## config.mk

```make
export PLATFORM = sky130hd
export DESIGN_NAME = cpu_top
export DESIGN_NICKNAME = d
export VERILOG_FILES = /design/src/cpu_pkg.sv /design/src/wb_master_port.sv /design/src/mmu_pager.sv /design/src/register_alu.sv /design/src/cpu_control.sv /design/src/cpu_top.sv
export SDC_FILE = /design/constraint.sdc
export NUM_CORES = 1
export LEC_CHECK = 0
export BUFFER_PORTS_ARGS = -buffer_cell sky130_fd_sc_hd__clkbuf_2
export CAP_MARGIN = 20
export CORE_UTILIZATION = 30
export CTS_CLUSTER_DIAMETER = 30
export DETAILED_ROUTE_END_ITERATION = 16
export PLACE_DENSITY = 0.41
export SYNTH_ARGS = -nofsm -noshare
export SYNTH_HDL_FRONTEND = slang
export SYNTH_HIERARCHICAL = 1
export SYNTH_SLANG_ARGS = --single-unit
```

## constraint.sdc

```tcl
create_clock -name clka -period 5.6 [get_ports clka]
set_clock_uncertainty 0.1 [all_clocks]
set_input_delay 0.28 -clock clka [delete_from_list [all_inputs] [get_ports clka]]
set_output_delay 0.28 -clock clka [all_outputs]
set_load 0.02 [all_outputs]
```

## src/cpu_pkg.sv

```systemverilog
package cpu_pkg;

  localparam int data_w          = 16;  // data and register width
  localparam int paddr_w         = 10;  // physical word address
  localparam int page_bits       = 6;   // 64 words per page
  localparam int num_pages       = 16;
  localparam int num_regs        = 16;
  localparam int prog_start      = 0;   // logical address of first instruction
  localparam int first_free_page = 2;   // pages below this are preset at reset

  localparam int pidx_w  = paddr_w - page_bits;  // physical page index
  localparam int lpage_w = data_w - page_bits;   // logical page number

  typedef enum logic [7:0] {
    op_jmp       = 8'd1,
    op_ram2reg   = 8'd2,
    op_reg2ram   = 8'd3,
    op_num2reg   = 8'd4,
    op_reg_plus  = 8'd5,
    op_reg_minus = 8'd6,
    op_exit      = 8'd17
  } opcode_e;

  typedef enum logic [2:0] {
    st_fetch_op,
    st_fetch_val,
    st_decode,
    st_mem_rd,
    st_mem_wr,
    st_halt,
    st_fault
  } ctrl_state_e;

  typedef enum logic [1:0] {
    mmu_idle,
    mmu_walk,
    mmu_alloc,
    mmu_done
  } mmu_state_e;

  // first word is op and reg, second word is val
  typedef struct packed {
    opcode_e           op;
    logic [7:0]        rg;
    logic [data_w-1:0] val;
  } instr_t;

  typedef struct packed {
    logic               cyc;
    logic               stb;
    logic               we;
    logic [paddr_w-1:0] adr;
    logic [data_w-1:0]  dat;
  } wb_req_t;

  typedef struct packed {
    logic [data_w-1:0] dat;
    logic              ack;
  } wb_rsp_t;

endpackage

```

## src/wb_master_port.sv

```systemverilog
`timescale 1ns/1ps

module wb_master_port (
  input  logic                        clka,
  input  logic                        rst,
  input  logic                        bus_req,
  input  logic                        bus_we,
  input  logic [cpu_pkg::paddr_w-1:0] bus_adr,
  input  logic [cpu_pkg::data_w-1:0]  bus_wdat,
  output logic                        bus_done,
  output logic [cpu_pkg::data_w-1:0]  bus_rdat,
  output cpu_pkg::wb_req_t            wb_req,
  input  cpu_pkg::wb_rsp_t            wb_rsp
);
  import cpu_pkg::*;

  wb_req_t req_q;

  assign wb_req = req_q;

  always_ff @(posedge clka) begin
    if (!rst) begin
      req_q.cyc <= 1'b0;
      req_q.stb <= 1'b0;
      req_q.we  <= 1'b0;
      bus_done  <= 1'b0;
    end else begin
      bus_done <= 1'b0;
      if (req_q.cyc && wb_rsp.ack) begin
        req_q.cyc <= 1'b0;  // cycle ends right after ack
        req_q.stb <= 1'b0;
        req_q.we  <= 1'b0;
        bus_rdat  <= wb_rsp.dat;
        bus_done  <= 1'b1;
      end else if (bus_req && !req_q.cyc) begin
        req_q.cyc <= 1'b1;
        req_q.stb <= 1'b1;
        req_q.we  <= bus_we;
        req_q.adr <= bus_adr;  // held until ack
        req_q.dat <= bus_wdat;
      end
    end
  end

endmodule

```

## src/mmu_pager.sv

```systemverilog
`timescale 1ns/1ps

module mmu_pager (
  input  logic                        clka,
  input  logic                        rst,
  input  logic                        xlat_req,
  input  logic [cpu_pkg::data_w-1:0]  xlat_laddr,
  output logic                        xlat_done,
  output logic                        xlat_fault,
  output logic [cpu_pkg::paddr_w-1:0] xlat_paddr
);
  import cpu_pkg::*;

  mmu_state_e           state;
  logic [pidx_w-1:0]    chain_tab [num_pages];  // next page, 0 ends the chain
  logic [lpage_w-1:0]   lpage_tab [num_pages];  // owning logical page, 0 = free
  logic [lpage_w-1:0]   req_lpage;
  logic [page_bits-1:0] req_off;
  logic [pidx_w-1:0]    cur_page;   // walk position, also chain tail on alloc
  logic [pidx_w:0]      scan_ptr;   // one extra bit to run past the last page
  logic [pidx_w:0]      alloc_ptr;
  logic [lpage_w-1:0]   last_lpage;
  logic [pidx_w-1:0]    last_page;
  logic                 last_valid;
  logic [lpage_w-1:0]   in_lpage;

  assign in_lpage = xlat_laddr[data_w-1:page_bits];

  always_ff @(posedge clka) begin
    if (!rst) begin
      state      <= mmu_idle;
      xlat_done  <= 1'b0;
      xlat_fault <= 1'b0;
      alloc_ptr  <= (pidx_w + 1)'(first_free_page);
      last_valid <= 1'b0;
      // preset pages chained 0 -> 1 -> ...; page 0 entry only marks it used
      for (int i = 0; i < num_pages; i++) begin
        if (i < first_free_page) begin
          lpage_tab[i] <= (i == 0) ? lpage_w'(1) : lpage_w'(i);
          chain_tab[i] <= (i + 1 < first_free_page) ? pidx_w'(i + 1) : '0;
        end else begin
          lpage_tab[i] <= '0;
          chain_tab[i] <= '0;
        end
      end
    end else begin
      xlat_done  <= 1'b0;
      xlat_fault <= 1'b0;
      case (state)
        mmu_idle: begin
          if (xlat_req) begin
            req_lpage <= in_lpage;
            req_off   <= xlat_laddr[page_bits-1:0];
            if (in_lpage == '0) begin
              cur_page <= '0;  // logical page 0 lives in page 0
              state    <= mmu_done;
            end else if (last_valid && in_lpage == last_lpage) begin
              cur_page <= last_page;  // one-step hit
              state    <= mmu_done;
            end else begin
              cur_page <= '0;
              state    <= mmu_walk;
            end
          end
        end
        mmu_walk: begin
          if (cur_page != '0 && lpage_tab[cur_page] == req_lpage) begin
            state <= mmu_done;
          end else if (chain_tab[cur_page] == '0) begin
            scan_ptr <= alloc_ptr;
            state    <= mmu_alloc;
          end else begin
            cur_page <= chain_tab[cur_page];
          end
        end
        mmu_alloc: begin
          if (scan_ptr == (pidx_w + 1)'(num_pages)) begin
            xlat_fault <= 1'b1;  // out of pages
            state      <= mmu_idle;
          end else if (lpage_tab[scan_ptr[pidx_w-1:0]] == '0) begin
            lpage_tab[scan_ptr[pidx_w-1:0]] <= req_lpage;
            chain_tab[scan_ptr[pidx_w-1:0]] <= '0;
            chain_tab[cur_page]             <= scan_ptr[pidx_w-1:0];  // append
            cur_page                        <= scan_ptr[pidx_w-1:0];
            alloc_ptr                       <= scan_ptr + 1'b1;
            state                           <= mmu_done;
          end else begin
            scan_ptr <= scan_ptr + 1'b1;
          end
        end
        mmu_done: begin
          xlat_done  <= 1'b1;
          xlat_paddr <= {cur_page, req_off};
          last_lpage <= req_lpage;
          last_page  <= cur_page;
          last_valid <= 1'b1;
          state      <= mmu_idle;
        end
        default: state <= mmu_idle;
      endcase
    end
  end

endmodule

```

## src/register_alu.sv

```systemverilog
`timescale 1ns/1ps

module register_alu (
  input  logic                       clka,
  input  logic                       rst,
  input  logic [3:0]                 reg_num,
  output logic [cpu_pkg::data_w-1:0] reg_rdat,
  input  logic                       reg_we,
  input  cpu_pkg::opcode_e           reg_op,
  input  logic [cpu_pkg::data_w-1:0] reg_wdat
);
  import cpu_pkg::*;

  logic [data_w-1:0] regs [num_regs];

  assign reg_rdat = regs[reg_num];  // combinational read

  always_ff @(posedge clka) begin
    if (!rst) begin
      for (int i = 0; i < num_regs; i++) begin
        regs[i] <= '0;
      end
    end else if (reg_we) begin
      case (reg_op)
        op_num2reg:   regs[reg_num] <= reg_wdat;
        op_reg_plus:  regs[reg_num] <= regs[reg_num] + reg_wdat;  // wraps at 16 bits
        op_reg_minus: regs[reg_num] <= regs[reg_num] - reg_wdat;
        default:      regs[reg_num] <= reg_wdat;  // ram2reg load
      endcase
    end
  end

endmodule

```

## src/cpu_control.sv

```systemverilog
`timescale 1ns/1ps

module cpu_control (
  input  logic                        clka,
  input  logic                        rst,
  output logic                        xlat_req,
  output logic [cpu_pkg::data_w-1:0]  xlat_laddr,
  input  logic                        xlat_done,
  input  logic                        xlat_fault,
  input  logic [cpu_pkg::paddr_w-1:0] xlat_paddr,
  output logic                        bus_req,
  output logic                        bus_we,
  output logic [cpu_pkg::paddr_w-1:0] bus_adr,
  output logic [cpu_pkg::data_w-1:0]  bus_wdat,
  input  logic                        bus_done,
  input  logic [cpu_pkg::data_w-1:0]  bus_rdat,
  output logic [3:0]                  reg_num,
  input  logic [cpu_pkg::data_w-1:0]  reg_rdat,
  output logic                        reg_we,
  output cpu_pkg::opcode_e            reg_op,
  output logic [cpu_pkg::data_w-1:0]  reg_wdat,
  output logic                        halted,
  output logic                        fault
);
  import cpu_pkg::*;

  ctrl_state_e       state;
  instr_t            ir;
  logic [data_w-1:0] pc;
  logic              xlat_wait;  // translation in flight
  logic              bus_wait;   // bus transfer in flight
  logic              access;
  logic              data_access;
  logic              reg_class;

  assign data_access = (state == st_mem_rd) || (state == st_mem_wr);
  assign access      = (state == st_fetch_op) || (state == st_fetch_val) || data_access;
  assign reg_class   = (ir.op == op_num2reg) || (ir.op == op_reg_plus) ||
                       (ir.op == op_reg_minus);

  // every access is translate first, then one bus transfer
  assign xlat_req   = access && !xlat_wait && !bus_wait;
  assign xlat_laddr = data_access ? ir.val : pc;
  assign bus_req    = xlat_wait && xlat_done;
  assign bus_we     = (state == st_mem_wr);
  assign bus_adr    = xlat_paddr;
  assign bus_wdat   = reg_rdat;

  assign reg_num  = ir.rg[3:0];
  assign reg_op   = ir.op;
  assign reg_we   = ((state == st_decode) && reg_class) || ((state == st_mem_rd) && bus_done);
  assign reg_wdat = (state == st_mem_rd) ? bus_rdat : ir.val;

  assign halted = (state == st_halt);
  assign fault  = (state == st_fault);

  always_ff @(posedge clka) begin
    if (!rst) begin
      state     <= st_fetch_op;
      pc        <= data_w'(prog_start);
      xlat_wait <= 1'b0;
      bus_wait  <= 1'b0;
    end else begin
      if (xlat_req) begin
        xlat_wait <= 1'b1;
      end
      if (xlat_wait && xlat_fault) begin
        xlat_wait <= 1'b0;
        state     <= st_fault;  // no bus cycle, core stops here
      end
      if (bus_req) begin
        xlat_wait <= 1'b0;
        bus_wait  <= 1'b1;
      end
      if (bus_wait && bus_done) begin
        bus_wait <= 1'b0;
        case (state)
          st_fetch_op: begin
            pc    <= pc + 1'b1;
            state <= st_fetch_val;
          end
          st_fetch_val: begin
            pc    <= pc + 1'b1;
            state <= st_decode;
          end
          default: state <= st_fetch_op;  // data access finished
        endcase
      end
      if (state == st_decode) begin
        case (ir.op)
          op_jmp: begin
            pc    <= ir.val;
            state <= st_fetch_op;
          end
          op_exit:    state <= st_halt;
          op_ram2reg: state <= st_mem_rd;
          op_reg2ram: state <= st_mem_wr;
          default:    state <= st_fetch_op;  // reg ops write this cycle, unknown skipped
        endcase
      end
    end
  end

  // instruction register
  always_ff @(posedge clka) begin
    if (bus_wait && bus_done && state == st_fetch_op) begin
      ir.op <= opcode_e'(bus_rdat[15:8]);
      ir.rg <= bus_rdat[7:0];
    end
    if (bus_wait && bus_done && state == st_fetch_val) begin
      ir.val <= bus_rdat;
    end
  end

endmodule

```

## src/cpu_top.sv

```systemverilog
`timescale 1ns/1ps

module cpu_top (
  input  logic             clka,
  input  logic             rst,
  output cpu_pkg::wb_req_t wb_req,
  input  cpu_pkg::wb_rsp_t wb_rsp,
  output logic             halted,
  output logic             fault
);
  import cpu_pkg::*;

  logic               xlat_req;
  logic [data_w-1:0]  xlat_laddr;
  logic               xlat_done;
  logic               xlat_fault;
  logic [paddr_w-1:0] xlat_paddr;
  logic               bus_req;
  logic               bus_we;
  logic [paddr_w-1:0] bus_adr;
  logic [data_w-1:0]  bus_wdat;
  logic               bus_done;
  logic [data_w-1:0]  bus_rdat;
  logic [3:0]         reg_num;
  logic [data_w-1:0]  reg_rdat;
  logic               reg_we;
  opcode_e            reg_op;
  logic [data_w-1:0]  reg_wdat;

  cpu_control u_control (
    .clka, .rst,
    .xlat_req, .xlat_laddr, .xlat_done, .xlat_fault, .xlat_paddr,
    .bus_req, .bus_we, .bus_adr, .bus_wdat, .bus_done, .bus_rdat,
    .reg_num, .reg_rdat, .reg_we, .reg_op, .reg_wdat,
    .halted, .fault
  );

  register_alu u_regs (
    .clka, .rst, .reg_num, .reg_rdat, .reg_we, .reg_op, .reg_wdat
  );

  mmu_pager u_mmu (
    .clka, .rst, .xlat_req, .xlat_laddr, .xlat_done, .xlat_fault, .xlat_paddr
  );

  wb_master_port u_wb (
    .clka, .rst, .bus_req, .bus_we, .bus_adr, .bus_wdat, .bus_done, .bus_rdat,
    .wb_req, .wb_rsp
  );

endmodule

```

==> flow_summary.yaml <==
run_status:
  outcome: "complete, no violations"
setup_path:
  worstReg2RegEnd: "u_regs/regs[5][13]"
  crit_required_ps: 5960
  arrival_ps: 5310
  regToRegSetupSlack_ps: 650
  worstSetupPathType: "flip-flop to flip-flop"
  worstSetupEndpointType: "flip-flop"
  start_kind: "flip-flop"
  reg2reg_depth: 12
  rr_startpoint: "u_control/reg_num[0]"
  crit_fanout: 39
clocking:
  clk_pin_slew_ps: 50
  clk-insertion-delay-late_ps: 740
  htree_levels: 4
  cts-root-buf: "clkbuf_16"
  clock_sinks: 637
  cts_tree: "built"
  cts_buffers: 161
  clockBufferDepth: 3
cells_and_area:
  multi_input_area_sq_mm: 0.0107
  layout_commonest_cell: "edfxtp_1"
  regArea_sq_mm: 0.0187
  finalNonFillerCells: 3969
  antennaDiodeCount: 0
  nNetsFinal: 2542
  layout_common_cells: "595 x edfxtp_1, 438 x nor2_1, 162 x clkbuf_16"
  finalInstanceArea_sq_mm: 0.0381
  nFillCells: 9671
  syn_to_final_growth_pct: 25.0
  drive_gt1_share_pct: 23.8
sta:
  fin_hold_ws_ps: 157
  fmax_mhz: 202
  fin_crit_sh_pct: 88.3
  min_period_ps: 4950
  rsz0062_at_grt: "no"
  tns_ps: 0
  setup_viol: 0
  finalHoldViolations: 0
  tightest_slew_ps: 1090
  maxSlewViolCount: 0
  relSlewSlack_pct: 27.5
global_route:
  globalRouteOverflowTotal: 0
  grt_pass1_vias: 20981
  antenna_found_initial: 2
  grt.total_usage_pct: 19.4
  grt_max_degree: 68
  grt_pass1_wl_mm: 145
detailed_routing:
  dr_total_vias: 20303
  first_iter_violations: 1713
  ant_nets: 0
  via_per_inst: 5.12
  detail_route.wirelength_mm: 98.8
  detailedRoute.firstPassIterationCount: 5
  drcViolationCount: 0
  wl_per_cell_um: 24.9
die:
  fp.dieH_um: 321
  die_w_um: 321
  core-area_sq_mm: 0.100
  initial_core_util_pct: 30.4
  num_rows: 116
  fp.dieArea_sq_mm: 0.103
  io_pins: 50
worst_hold_path:
  whs_path_depth: 2
  holdPathEnd: "u_wb/bus_rdat[13]"
  min-delay-start: "wb_rsp[14]"
  hold_path_class: "primary input to flip-flop"
logic_synthesis:
  async_reset_ff_share_pct: 0
  ys_ff_latch: 637
  synth_flop_cell: "edfxtp_1"
  syn_avg_cell_area_sq_um: 13.1
  yosysUniqueCellTypes: 94
  synth_warnings: 6
  synth_nets: 2392
  synth_area_sq_mm: 0.0305
  synthCells: 2328
  synth-edff-count: 595
  ys_seq_area_share_pct: 61.3
placement:
  dpl.cell_count: 3652
  io_buffer_count: 49
  place.gp.congestion: 0.834
  post-dp-hpwl_mm: 66.0
  detailed_place.area_sq_mm: 0.0324
flow_run:
  cap_violations: 0
power:
  powerDensity_mw_per_mm2: 453
  cellLeakagePower_nw: 13.6
  power_mw: 17.3
  ir_drop_mv: 0.232
stage by stage:
stage / setup WS [ps] / utilization (%)
2_1_floorplan: 770 / -
3_5_place_dp: 681 / 32.2
4_1_cts: 661 / 37.9
3_3_place_gp: 787 / 32.2
5_1_grt: 313 / 38.0
6_report: 655 / 38.0
flip-flops by register name (all words and copies together), names as in the netlist, 3 cells and up, named ones only:
signal             cells
u_mmu/scan_ptr         5
u_mmu/xlat_paddr       9
u_mmu/last_lpage      10
u_wb/bus_rdat         16
u_mmu/cur_page         4
u_mmu/alloc_ptr        5
u_mmu/chain_tab       64
u_mmu/lpage_tab      160
u_control/reg_op       8
u_regs/regs          256
u_mmu/req_off          6
u_control/state        3
u_control/pc          16
u_mmu/req_lpage       10
u_control/ir          16
u_control/reg_num      4
u_wb/wb_req           28
power by group:
part	internal (mW)	total (mW)	switching (mW)
Combinational	0.852	2.08	1.23
Clock	6.50	9.43	2.94
Sequential	5.45	5.78	0.328
synth_stat cells, drive strengths merged, types with 46 or more instances:
cell	number	area share [%]
nand3	49	0.80
mux4	119	8.8
nand2	129	1.6
clkbuf	100	1.2
buf	93	2.0
nor3	50	0.82
o21ai	53	0.88
nor4	46	0.99
mux2i	46	1.5
edfxtp	595	59
nor2	449	5.6
mux2	50	1.9
and2	78	1.6
kinds of logic (layout without fill, tap and decap cells):
family	after synthesis	after routing	synth area share, %
flops	637	637	61.3
xor+xnor	42	42	1.23
compound gates	232	232	5.42
mux	215	215	12.2
buf+inv	237	521	3.76
fa+ha+maj	45	45	1.89
simple gates	920	920	14.2
critical path, cell delays in order, from the launching register on:
cell and delay, ps:
edfxtp_1 430, buf_12 310, mux4_2 560, mux4_2 520
ha_1 280, or2_2 280, o211ai_1 220, a21oi_1 220
a311oi_1 690, mux2i_1 160, a21oi_1 290, or2_1 480
nor2_1 90
routing by layer:
metal	vias up	track usage, %	share of wire (%)
met4	0	6.78	2.6
li1	9033	-	-
met1	10518	24.6	43
met2	586	33.1	50
met3	166	3.38	4.7
met5	-	0	0
final cells by class:
cell class	count	area share, %
multi-input combinational	1454	27.9
inverter	44	0.433
clock buffer	195	11.0
tap	1357	4.45
clock inverter	102	3.54
sequential	637	49.1
timing repair buffer	180	3.52
repair_timing:
| item | CTS | global route |
|---|---|---|
| setup buffers | 0 | 0 |
| gates resized for setup | 0 | 0 |
| endpoints found under the hold margin | 24 | 0 |
| hold buffers | 18 | 0 |
worst max path at each step:
stage,startpoint,end,slack [ps],cells past startpoint
after CTS,u_control/reg_num[0],u_regs/regs[1][13],660,12
after floorplan,u_control/reg_num[0],u_regs/regs[0][12],770,16
after global routing,u_control/reg_num[0],u_regs/regs[14][13],310,12
after detailed placement,u_control/reg_num[0],u_regs/regs[5][13],680,12
final,u_control/reg_num[0],u_regs/regs[5][13],650,12
after global placement,u_control/reg_num[0],u_regs/regs[6][14],790,16
No activity file was read; power rests on OpenSTA's default activity.
